===== config.mk =====
export PLATFORM = sky130hd
export DESIGN_NAME = microCore
export DESIGN_NICKNAME = d
export VERILOG_FILES = /design/src/source/microCorePkg.sv /design/src/source/dispatchLut.sv /design/src/source/prefixLut.sv /design/src/source/ucodeRom.sv /design/src/source/uopSequencer.sv /design/src/source/datapath.sv /design/src/source/microCore.sv
export SDC_FILE = /design/constraint.sdc
export NUM_CORES = 1
export LEC_CHECK = 0
export BUFFER_PORTS_ARGS = -buffer_cell sky130_fd_sc_hd__buf_2
export CAP_MARGIN = 20
export CORE_MARGIN = 5
export CORE_UTILIZATION = 32
export DETAILED_ROUTE_END_ITERATION = 10
export PLACE_DENSITY = 0.49
export SYNTH_ARGS = -nofsm -noshare
export SYNTH_HDL_FRONTEND = slang
export SYNTH_SLANG_ARGS = --single-unit

===== constraint.sdc =====
create_clock -name iClock -period 9.99 [get_ports iClock]
set_input_delay 0 -clock iClock [delete_from_list [all_inputs] [get_ports iClock]]
set_output_delay 0 -clock iClock [all_outputs]
set_load 0.02 [all_outputs]

===== src/source/microCorePkg.sv =====
`default_nettype none

package microCorePkg;

	typedef logic [7:0]  dataT;     // One data byte
	typedef logic [15:0] addrT;     // Bus address or program counter
	typedef logic [5:0]  uAddrT;    // Microcode address, doubles as flow index
	typedef logic [1:0]  useFieldT; // Where a micro-op takes its operand from

	// Codes 0..7 follow the Z80 3-bit register field
	typedef enum logic [3:0] {
		regB  = 4'd0,
		regC  = 4'd1,
		regD  = 4'd2,
		regE  = 4'd3,
		regH  = 4'd4,
		regL  = 4'd5,
		regHL = 4'd6, // Pair, the (HL) slot of the field
		regA  = 4'd7,
		regPC = 4'd8
	} regSelT;

	typedef enum logic [3:0] {
		nop   = 4'd0,
		sma   = 4'd1, // Latch address select
		srm   = 4'd2, // Register from read data
		smw   = 4'd3, // Memory write
		inc16 = 4'd4, // Register pair plus one
		aluOp = 4'd5, // LD, AND or XOR into a register
		rl    = 4'd6, // Rotate left through carry
		jcb   = 4'd7  // Continue with the CB table
	} uopCmdT;

	localparam useFieldT useUop = 2'd0; // Operand field of the micro-op
	localparam useFieldT useDst = 2'd1; // Opcode bits 5:3
	localparam useFieldT useSrc = 2'd2; // Opcode bits 2:0

	typedef struct packed {
		logic     incPc;
		logic     eof;       // Last word of a flow
		logic     latchInsn;
		uopCmdT   cmd;
		regSelT   operand;
		useFieldT useField;
	} uopT;

	typedef enum logic [1:0] {afterReset, startFlow, runFlow, endFlow} flowStateT;

	typedef struct packed {
		logic   enable;
		uopCmdT cmd;
		regSelT dstSel;
		regSelT srcSel;
		dataT   opcode;
		addrT   pc;
	} dpCtrlT;

	// ------------------------------------------------------------
	// Flow entry points in the microcode ROM
	localparam uAddrT flowFetch  = 6'd0;
	localparam uAddrT flowNop    = 6'd2;
	localparam uAddrT flowLdRn   = 6'd3;
	localparam uAddrT flowLdRr   = 6'd5;
	localparam uAddrT flowAlu    = 6'd6;
	localparam uAddrT flowStHl   = 6'd7;
	localparam uAddrT flowIncHl  = 6'd10;
	localparam uAddrT flowPrefix = 6'd11;
	localparam uAddrT flowRl     = 6'd13;

endpackage

`default_nettype wire


===== src/source/dispatchLut.sv =====
`timescale 1ns/1ns
`default_nettype none

module dispatchLut
(
	input  wire microCorePkg::dataT  opcode,
	output      microCorePkg::uAddrT flowIdx
);
	import microCorePkg::*;

	// Order matters, the narrow patterns come first
	always_comb
	begin
		casez (opcode)
			8'h76:      flowIdx = flowNop;    // HALT is not implemented
			8'b01110???: flowIdx = flowStHl;  // LD (HL),r
			8'b01???110: flowIdx = flowNop;   // LD r,(HL) left out
			8'b01??????: flowIdx = flowLdRr;  // LD r,r'
			8'b1010?110: flowIdx = flowNop;   // AND/XOR (HL) left out
			8'b1010????: flowIdx = flowAlu;   // AND r, XOR r
			8'h23:      flowIdx = flowIncHl;
			8'hcb:      flowIdx = flowPrefix;
			8'h36:      flowIdx = flowNop;    // LD (HL),n left out
			8'b00???110: flowIdx = flowLdRn;  // LD r,n
			default:    flowIdx = flowNop;
		endcase
	end

endmodule

`default_nettype wire


===== src/source/prefixLut.sv =====
`timescale 1ns/1ns
`default_nettype none

module prefixLut
(
	input  wire microCorePkg::dataT  opcode,
	output      microCorePkg::uAddrT flowIdx
);
	import microCorePkg::*;

	// Second byte after CB
	always_comb
	begin
		casez (opcode)
			8'h16:      flowIdx = flowNop; // RL (HL) left out
			8'b00010???: flowIdx = flowRl;
			default:    flowIdx = flowNop;
		endcase
	end

endmodule

`default_nettype wire


===== src/source/ucodeRom.sv =====
`timescale 1ns/1ns
`default_nettype none

module ucodeRom
(
	input  wire microCorePkg::uAddrT uAddr,
	output      microCorePkg::uopT   uop
);
	import microCorePkg::*;

	function automatic uopT word(input logic incPc, input logic eof, input logic latchInsn,
			input uopCmdT cmd, input regSelT operand, input useFieldT useField);
		word = {incPc, eof, latchInsn, cmd, operand, useField};
	endfunction

	always_comb
	begin
		case (uAddr)
			// ------------------------------------------------------------
			// Fetch
			flowFetch:          uop = word(1'b0, 1'b0, 1'b0, sma, regPC, useUop);
			flowFetch + 1'b1:   uop = word(1'b1, 1'b1, 1'b1, nop, regPC, useUop);
			flowNop:            uop = word(1'b0, 1'b1, 1'b0, nop, regPC, useUop);
			// LD r,n reads the byte after the opcode
			flowLdRn:           uop = word(1'b0, 1'b0, 1'b0, sma, regPC, useUop);
			flowLdRn + 1'b1:    uop = word(1'b1, 1'b1, 1'b0, srm, regPC, useDst);
			flowLdRr:           uop = word(1'b0, 1'b1, 1'b0, aluOp, regPC, useDst);
			flowAlu:            uop = word(1'b0, 1'b1, 1'b0, aluOp, regA, useUop);
			// ------------------------------------------------------------
			// Store through HL, then point the bus back at PC
			flowStHl:           uop = word(1'b0, 1'b0, 1'b0, sma, regHL, useUop);
			flowStHl + 6'd1:    uop = word(1'b0, 1'b0, 1'b0, smw, regPC, useSrc);
			flowStHl + 6'd2:    uop = word(1'b0, 1'b1, 1'b0, sma, regPC, useUop);
			flowIncHl:          uop = word(1'b0, 1'b1, 1'b0, inc16, regHL, useUop);
			// CB prefix fetches the second byte itself
			flowPrefix:         uop = word(1'b1, 1'b0, 1'b1, nop, regPC, useUop);
			flowPrefix + 1'b1:  uop = word(1'b0, 1'b1, 1'b0, jcb, regPC, useUop);
			flowRl:             uop = word(1'b0, 1'b1, 1'b0, rl, regPC, useSrc);
			default:            uop = word(1'b0, 1'b1, 1'b0, nop, regPC, useUop);
		endcase
	end

endmodule

`default_nettype wire


===== src/source/uopSequencer.sv =====
`timescale 1ns/1ns
`default_nettype none

module uopSequencer
#(
	parameter microCorePkg::addrT RESET_PC = 16'h0100
)
(
	input  wire                      iClock,
	input  wire                      arstN,
	input  wire microCorePkg::dataT  rdData,
	input  wire microCorePkg::uAddrT baseIdx,
	input  wire microCorePkg::uAddrT prefixIdx,
	input  wire microCorePkg::uopT   uop,
	output      microCorePkg::uAddrT uPc,
	output      microCorePkg::dataT  opcode,
	output      microCorePkg::dpCtrlT ctrl
);
	import microCorePkg::*;

	flowStateT state, nextState;
	addrT      pc;
	uAddrT     flowIdx;
	regSelT    dstSel;
	logic      fetchFlow; // Next flow to start is the fetch
	logic      cbPending; // Second byte of a CB opcode is waiting
	logic      isJcb;

	assign isJcb = (uop.cmd == jcb);

	always_comb
	begin
		if (fetchFlow)
			flowIdx = flowFetch;
		else if (cbPending)
			flowIdx = prefixIdx;
		else
			flowIdx = baseIdx;
	end

	// ------------------------------------------------------------
	// Flow state machine
	always_comb
	begin
		case (state)
			afterReset: nextState = startFlow;
			startFlow:  nextState = runFlow;
			runFlow:    nextState = uop.eof ? endFlow : runFlow;
			default:    nextState = startFlow;
		endcase
	end

	always_ff @(posedge iClock or negedge arstN)
	begin
		if (!arstN)
		begin
			state     <= afterReset;
			uPc       <= flowFetch;
			pc        <= RESET_PC;
			opcode    <= '0;
			fetchFlow <= 1'b1;
			cbPending <= 1'b0;
		end
		else
		begin
			state <= nextState;
			if (state == startFlow)
			begin
				uPc <= flowIdx;
				if (!fetchFlow)
					cbPending <= 1'b0; // Consumed by this flow
			end
			if (state == runFlow)
			begin
				uPc <= uPc + 1'b1;
				if (uop.incPc)
					pc <= pc + 1'b1;
				if (uop.latchInsn)
					opcode <= rdData;
				if (isJcb)
					cbPending <= 1'b1;
				// Fetch goes to execute, execute back to fetch unless a prefix is pending
				if (uop.eof)
					fetchFlow <= !(fetchFlow || cbPending || isJcb);
			end
		end
	end

	// Operand selection against the latched opcode
	always_comb
	begin
		case (uop.useField)
			useDst:  dstSel = regSelT'({1'b0, opcode[5:3]});
			useSrc:  dstSel = regSelT'({1'b0, opcode[2:0]});
			default: dstSel = uop.operand;
		endcase
	end

	always_comb
	begin
		ctrl.enable = (state == runFlow);
		ctrl.cmd    = uop.cmd;
		ctrl.dstSel = dstSel;
		ctrl.srcSel = regSelT'({1'b0, opcode[2:0]}); // Source is always bits 2:0
		ctrl.opcode = opcode;
		ctrl.pc     = pc;
	end

endmodule

`default_nettype wire


===== src/source/datapath.sv =====
`timescale 1ns/1ns
`default_nettype none

module datapath
(
	input  wire                       iClock,
	input  wire                       arstN,
	input  wire microCorePkg::dpCtrlT ctrl,
	input  wire microCorePkg::dataT   rdData,
	output      microCorePkg::addrT   addr,
	output      microCorePkg::dataT   dataOut,
	output logic                      we
);
	import microCorePkg::*;

	dataT   b, c, d, e, h, l, a;
	logic   carry;
	regSelT addrSel; // Latched by sma
	dataT   srcData;
	dataT   result;
	addrT   hl;
	addrT   hlNext;
	logic   regWe;
	logic   isLogic; // AND or XOR

	assign hl     = {h, l};
	assign hlNext = hl + 16'd1; // Wraps at 16 bits

	// ------------------------------------------------------------
	// Source read mux
	always_comb
	begin
		case (ctrl.srcSel)
			regB:    srcData = b;
			regC:    srcData = c;
			regD:    srcData = d;
			regE:    srcData = e;
			regH:    srcData = h;
			regL:    srcData = l;
			regA:    srcData = a;
			default: srcData = '0;
		endcase
	end

	assign isLogic = (ctrl.cmd == aluOp) && (ctrl.opcode[7:6] == 2'b10);

	// ALU, opcode bit 3 picks XOR over AND
	always_comb
	begin
		case (ctrl.cmd)
			srm:     result = rdData;
			aluOp:
			begin
				if (isLogic)
					result = ctrl.opcode[3] ? (a ^ srcData) : (a & srcData);
				else
					result = srcData; // LD r,r'
			end
			rl:      result = {srcData[6:0], carry};
			default: result = srcData;
		endcase
	end

	assign regWe = ctrl.enable &&
		(ctrl.cmd == srm || ctrl.cmd == aluOp || ctrl.cmd == rl);

	// ------------------------------------------------------------
	// Registers, carry and address select
	always_ff @(posedge iClock or negedge arstN)
	begin
		if (!arstN)
		begin
			b       <= '0;
			c       <= '0;
			d       <= '0;
			e       <= '0;
			h       <= '0;
			l       <= '0;
			a       <= '0;
			carry   <= 1'b0;
			addrSel <= regPC;
		end
		else
		begin
			if (regWe)
			begin
				case (ctrl.dstSel)
					regB:    b <= result;
					regC:    c <= result;
					regD:    d <= result;
					regE:    e <= result;
					regH:    h <= result;
					regL:    l <= result;
					regA:    a <= result;
					default: ; // Pair and PC take no byte result
				endcase
			end
			if (ctrl.enable && ctrl.cmd == inc16 && ctrl.dstSel == regHL)
				{h, l} <= hlNext;
			if (ctrl.enable && ctrl.cmd == sma)
				addrSel <= ctrl.dstSel;
			if (ctrl.enable && isLogic)
				carry <= 1'b0;
			else if (ctrl.enable && ctrl.cmd == rl)
				carry <= srcData[7]; // Old bit 7 out
		end
	end

	// Bus side
	assign addr    = (addrSel == regHL) ? hl : ctrl.pc;
	assign dataOut = srcData;
	assign we      = ctrl.enable && (ctrl.cmd == smw); // One micro-op, one cycle

endmodule

`default_nettype wire


===== src/source/microCore.sv =====
`timescale 1ns/1ns
`default_nettype none

module microCore
#(
	parameter microCorePkg::addrT RESET_PC = 16'h0100
)
(
	input  wire                     iClock,
	input  wire                     arstN,
	input  wire microCorePkg::dataT rdData,
	output      microCorePkg::addrT addr,
	output      microCorePkg::dataT dataOut,
	output logic                    we
);
	import microCorePkg::*;

	dataT   opcode;
	uAddrT  baseIdx;
	uAddrT  prefixIdx;
	uAddrT  uPc;
	uopT    uop;
	dpCtrlT ctrl;

	// Both tables look at the latched opcode
	dispatchLut baseLut (.opcode(opcode), .flowIdx(baseIdx));

	prefixLut cbLut (.opcode(opcode), .flowIdx(prefixIdx));

	ucodeRom rom (.uAddr(uPc), .uop(uop));

	uopSequencer #(.RESET_PC(RESET_PC)) sequencer
	(
		.iClock(iClock),
		.arstN(arstN),
		.rdData(rdData),
		.baseIdx(baseIdx),
		.prefixIdx(prefixIdx),
		.uop(uop),
		.uPc(uPc),
		.opcode(opcode),
		.ctrl(ctrl)
	);

	datapath dp
	(
		.iClock(iClock),
		.arstN(arstN),
		.ctrl(ctrl),
		.rdData(rdData),
		.addr(addr),
		.dataOut(dataOut),
		.we(we)
	);

endmodule

`default_nettype wire


======== Word level (Yosys, flattened, before mapping) ========
Memory sizes are Yosys's and may differ from the RTL's.
Index checks and enable logic that the tools add are counted.
word-level totals
  register bits ........................... 95
  bits in read-only memories .............. 192
  input bits .............................. 10
  word-level logic and storage cells ...... 123
  memories ................................ 1
memories
  name              depth  width  read ports  clocked after memory_dff  write ports  line            text
  (name not given)  16     12     1           0                         0            ucodeRom.sv:18  case (uAddr)
operators by class
  add/subtract/negate cells ............... 3
  equal/unequal tests ..................... 38
  mux-type cells .......................... 33
  bitwise logic cells ..................... 2
  reductions and logical operators ........ 31
operator list
  operator               number
  $mux 8                 8
  $pmux 8 s7             1
  $mux 6                 8
  $eq 4x3->1 const B     9
  $add 16x1->16 const B  2
  $pmux 6 s4             1
  $pmux 8 s3             1
  $reduce_and 2->1       10
  $eq 4x2->1 const B     4
  $eq 8x6->1 const B     2
  $mux 16                1
  $mux 13                1
  $pmux 6 s2             1
  $eq 5x4->1 const B     2
  $reduce_bool 2->1      5
  $eq 3x3->1 const B     3
  $and 8x8->8            1
  $eq 4x1->1 const B     2
  $eq 8x5->1 const B     1
  $eq 8x7->1 const B     1
  $eq 8x8->1 const B     1
  $logic_and 1x1->1      8
  $logic_not 4->1        2
  $mux 1                 8
  other kinds (16)       24

======== Longest topological paths before layout ========
  depth after elaboration ................. 11
  mapped depth ............................ 15

======== By module ========
From an unflattened synthesis, not the netlist that was laid out.
unflattened totals
  cells, all modules ...................... 704
  area total of the unflattened synthesis .. 6525.0 sq um
by module, submodules not included
  module        times used  cells an instance  area each (sq um)  seq. area each (sq um)
  datapath      1           463                4201.5             1527.7
  uopSequencer  1           172                1810.5             853.3
  ucodeRom      1           40                 302.8              0.0
  dispatchLut   1           19                 133.9              0.0
  prefixLut     1           10                 76.3               0.0

======== Worst setup path after synthesis ========
No wires, ideal clock.
  kind .................................... register to register
  from .................................... register sequencer.uPc[1]
  to ...................................... register dp.b[5]
  data arrival time ....................... 3074 ps
  required time ........................... 9855 ps
  path slack .............................. 6781 ps
  stages on the path, launching flop included .. 12
  buffers on the path ..................... 3
  clock period less this slack ............ 3209 ps
  cell sequence ........................... dfrtp_1 > inv_1 > ha_1 > mux4_2 > or4_1 > buf_2 > a211o_1 > or3_1 > buf_2 > buf_6 > nand2_2 > o21ai_2
on the way
  cells in the longest elaborated chain, start to end .. 7
  elaborated cells on any way between the ends .. 16
RTL lines
  element                                             line                text
  from (decl)                                         uopSequencer.sv:15  output microCorePkg::uAddrT uPc,
  from (signal assigned)                              uopSequencer.sv:58  uPc <= flowFetch;
  from (signal assigned)                              uopSequencer.sv:69  uPc <= flowIdx;
  from (signal assigned)                              uopSequencer.sv:75  uPc <= uPc + 1'b1;
  $mem_v2 16x12 *                                     --
  $mux 13 *                                           ucodeRom.sv:18
  branches (longest 5 deep; another with $pmux 4 s2)  --
  to (signal assigned)                                datapath.sv:88      regB: b <= result;
  to (decl)                                           datapath.sv:16      dataT b, c, d, e, h, l, a;
Every way passes the cells marked *.
A chain may end at the register's enable or synchronous reset.

======== Worst setup path after layout ========
  from .................................... register sequencer.uPc[1]
  to ...................................... register dp.h[2]
on the way
  cells in the longest elaborated chain, start to end .. 9
  elaborated cells on any way between the ends .. 25
RTL lines
  element               line                                            text
  $mem_v2 16x12 *       --
  $mux 13 *             ucodeRom.sv:18
  $eq 4x3->1            datapath.sv:45, datapath.sv:50, datapath.sv:65
  $logic_and 1x1->1     datapath.sv:45                                  assign isLogic = (ctrl.cmd == aluOp) && (ctrl.opcode[7:6] == 2'b10);
  $mux 8                datapath.sv:54                                  if (isLogic)
  $pmux 8 s3            datapath.sv:50                                  case (ctrl.cmd)
  $mux 8                datapath.sv:87                                  case (ctrl.dstSel)
  $mux 8                datapath.sv:85                                  if (regWe)
  $mux 8                datapath.sv:98                                  if (ctrl.enable && ctrl.cmd == inc16 && ctrl.dstSel == regHL)
  to (signal assigned)  datapath.sv:92                                  regH: h <= result;
  to (signal assigned)  datapath.sv:99                                  {h, l} <= hlNext;
  to (decl)             datapath.sv:16
Mark *: on every way between the ends. The rest lies on a longest branch, timed or not. The select of a mux whose other input is x is not followed.

==> results.rst <==
.. list-table::
   :header-rows: 1

   * - Metric
     - Value
   * - Fraction of the yosys area taken by sequential cells
     - 0.402
   * - Total global routing overflow
     - 0
   * - Number of nets at the end of the flow
     - 682
   * - Flop2flop setup slack
     - 6.01 ns
   * - Clock tree from TritonCTS
     - done
   * - Number of global-route vias before repair
     - 4831
   * - Kind of capture point of the worst setup path
     - register
   * - Number of I/O port buffers
     - 34
   * - Fraction of registers with async set/reset
     - 1.00
   * - Final Hold Fails
     - 0
   * - Total count of max-transition violations in the final report
     - 0
   * - Critical path's slowest cell
     - sky130_fd_sc_hd__or4_1
   * - Crit path max-delay family
     - simple AND/OR/NAND/NOR gates
   * - Average footprint of a synthesized cell
     - between 9 and 10 um^2
   * - Logic depth of the worst setup path including buffers
     - 8
   * - Synth warnings
     - 0
   * - Post-route fraction of the period consumed by the critical path
     - 0.398
   * - Endpoint required time on the critical path
     - 10.17 ns
   * - Maximum frequency from static timing analysis
     - ~250 MHz
   * - Io pins
     - 35
   * - Clock Sink Count
     - between 90 and 100
   * - R2r worst-path depth
     - 8
   * - Ratio of routed vias to standard cells
     - approximately 5.4
   * - First-pass GRT wire length
     - 27.2 mm
   * - Total Routed Length
     - 16.5 mm
   * - Std cell rows
     - 49
   * - Cell with the most instances after synthesis
     - sky130_fd_sc_hd__dfrtp_1
   * - Count of unique library cells instantiated by Yosys
     - 78
   * - Maximum number of pins on one net before global-route repair
     - 68
   * - Reg-to-reg endpoint
     - dp.h[2]$_DFFE_PN0P_
   * - Effective utilization at floorplan
     - 0.328
   * - Finish-stage setup viols
     - 0
   * - Average wire per standard cell
     - 18.6 um
   * - Crit start category
     - register
   * - Area Growth Syn to Fin
     - 12.7%
   * - Worst clock skew on the final layout
     - 0.00812 ns
   * - Quantity of gates resized following cts
     - 0
   * - Post-route worst hold slack
     - 0.124 ns
   * - Maximum number of buffers from clock root to sink
     - 2
   * - Critical R2R Launch
     - sequencer.uPc[1]$_DFFE_PN0P_
   * - Number of enable-type register cells in the synthesized netlist
     - 0
   * - Number of antenna repair diodes
     - 0
   * - Setup TNS
     - 0 ns
   * - Critical setup path kind
     - register to register
   * - Post-synth top area cell
     - sky130_fd_sc_hd__dfrtp_1
   * - Max-Cap Viols
     - 0
   * - Remaining design rule violation count
     - 0
   * - Final HPWL DP
     - 11.9 mm
   * - Worst slew margin relative to its limit
     - 0.331
   * - Starting DRT DRC Count
     - 358
   * - Setup repair after global routing missed its margin
     - false
   * - Worst Hold Class
     - input port to asynchronous set/reset pin
   * - Cell Pwr Density
     - 330 mW/mm^2
   * - Number of antenna violations at the first check in global routing
     - 0
   * - CP max FO
     - 13
   * - Dominant cells by area after synthesis
     - sky130_fd_sc_hd__dfrtp_1 39%, sky130_fd_sc_hd__mux2_2 6.7%, sky130_fd_sc_hd__nand2_1 5.1%, sky130_fd_sc_hd__o21ai_1 3.9%, sky130_fd_sc_hd__ha_1 3.4%
   * - Clk slew on worst S/H paths
     - approximately 0.07 ns
   * - # fillers
     - ~1.9k
   * - Number of CTS-inserted buffers
     - 9
   * - Clock Tree Root
     - sky130_fd_sc_hd__clkbuf_16
   * - Area share of the largest cell type after synthesis
     - 0.389
   * - Die X
     - 146 um
   * - Insertion delay to the later sink of the worst-skew pair
     - 0.35 ns
   * - Status
     - completed
   * - Combined buffer and inverter count along the critical path
     - 1
   * - Count of nets left with antenna violations after detail routing
     - 0
   * - Sequence of cells on the critical path
     - inv_1, ha_1, mux4_2, or4_1, nor2_1, nand2_1, a31oi_1, o221ai_1
   * - Chip Height
     - 146 um
   * - Slew at the pin closest to its max-slew limit
     - 1.00 ns
   * - Number of levels in the clock H-tree
     - 3
   * - Post-Syn Area
     - 0.00592 mm^2
   * - Synthesized netlist net count
     - 654
   * - Post-synth top cells
     - 92 x sky130_fd_sc_hd__dfrtp_1, 80 x sky130_fd_sc_hd__nand2_1, 46 x sky130_fd_sc_hd__o21ai_1
   * - Largest stage delay on the critical path
     - 0.80 ns
   * - Layout cells sized above 1
     - 0.192
   * - Leak
     - 2.90 nW
   * - Global Route Usage Sum
     - 0.159
   * - Minimum clock period after layout
     - 3.98 ns
   * - Register bit count reported by yosys
     - 95
   * - Total core area
     - 0.0181 mm^2
   * - Die Footprint
     - 0.0213 mm^2
   * - Number of iterations in the first detailed-routing pass
     - 5
   * - Gate count of the mapped netlist
     - 628
   * - IR Drop Worst-Case VDD
     - 0.122 mV
   * - Routability congestion estimate
     - 0.885
   * - Synth Flop Type
     - sky130_fd_sc_hd__dfrtp_1
   * - WP data arrival
     - 4.16 ns
   * - Count of vias placed by the detailed router
     - 4789
-- kinds of logic after synthesis --
logic type,count (synthesis),synth area share
AND/OR/NAND/NOR,214,0.184
XOR/XNOR,18,0.0266
adder cells (fa/ha/maj),16,0.0338
AO/OA/AOI/OAI,168,0.197
multiplexers,60,0.118
buffers and inverters,57,0.0395
flip-flops,95,0.402
-- routing by layer --
layer	wire length (um)	part of all wire	track usage	vias up
met2	8270	0.50	0.273	59
met1	7600	0.46	0.210	2369
li1	-	-	-	2350
met4	171	0.010	0.0390	0
met3	468	0.028	0.0267	11
met5	0	0	0	-
-- placed cells by master (no fill, tap or decap), types with 16 or more instances in the layout --
master and instances:
sky130_fd_sc_hd__nand3_1 20, sky130_fd_sc_hd__a21oi_1 24, sky130_fd_sc_hd__o21ai_1 46, sky130_fd_sc_hd__buf_2 33, sky130_fd_sc_hd__ha_1 16, sky130_fd_sc_hd__nand2_1 80, sky130_fd_sc_hd__inv_1 21, sky130_fd_sc_hd__dfrtp_1 92
sky130_fd_sc_hd__o21ai_0 23, sky130_fd_sc_hd__mux2_2 35, sky130_fd_sc_hd__mux2i_1 18, sky130_fd_sc_hd__nor2_1 36
-- how the worst max path moves through the flow --
stage / start / slack [ns] / end
6_report: sequencer.uPc[1]$_DFFE_PN0P_ / 6.01 / dp.h[2]$_DFFE_PN0P_
5_1_grt: sequencer.uPc[1]$_DFFE_PN0P_ / 5.75 / dp.h[2]$_DFFE_PN0P_
4_1_cts: sequencer.uPc[1]$_DFFE_PN0P_ / 6.01 / dp.h[2]$_DFFE_PN0P_
3_5_place_dp: sequencer.uPc[1]$_DFFE_PN0P_ / 6.05 / dp.h[2]$_DFFE_PN0P_
3_3_place_gp: sequencer.uPc[1]$_DFFE_PN0P_ / 6.15 / dp.h[2]$_DFFE_PN0P_
2_1_floorplan: sequencer.uPc[1]$_DFFE_PN0P_ / 6.78 / dp.b[5]$_DFFE_PN0P_
-- through the flow --
step	cells	util	total power, mW	area [um^2]	worst slack (ns)
floorplan	628	-	1.49	5920	6.78
global placement	864	0.349	1.90	6310	6.15
detailed placement	864	0.349	1.90	6310	6.05
CTS	889	0.368	2.23	6660	6.01
global route	890	0.369	2.38	6680	5.75
finish	890	0.369	2.20	6680	6.01
-- power by group --
group	switching (mW)	internal (mW)
Clock	0.147	0.168
Sequential	0.142	0.505
Combinational	0.801	0.440
Total	1.09	1.11
-- repair_timing --
action,4_1_cts,5_1_grt
hold endpoints to repair,36,0
buffers inserted,0,0
hold buffers,9,0
-- state kept, by name (all words and copies together), names as in the netlist --
register and count:
dp.a 8, dp.addrSel 4, dp.b 8, dp.c 8
dp.carry 1, dp.d 8, dp.e 8, dp.h 8
dp.l 8, sequencer.cbPending 1, sequencer.fetchFlow 1, sequencer.opcode 8
sequencer.pc 16, sequencer.state 2, sequencer.uPc 6
-- final cells by class --
cell class              count  area, um^2  area share
multi-input cells         476        3330       0.499
clock buffers              12         236      0.0354
clock inverters             4        25.0     0.00375
well taps                 229         287      0.0429
repair buffers             51         327      0.0489
flip-flops and latches     95        2380       0.357
inverters                  23        86.3      0.0129
Power figures use the tool's default switching activity.
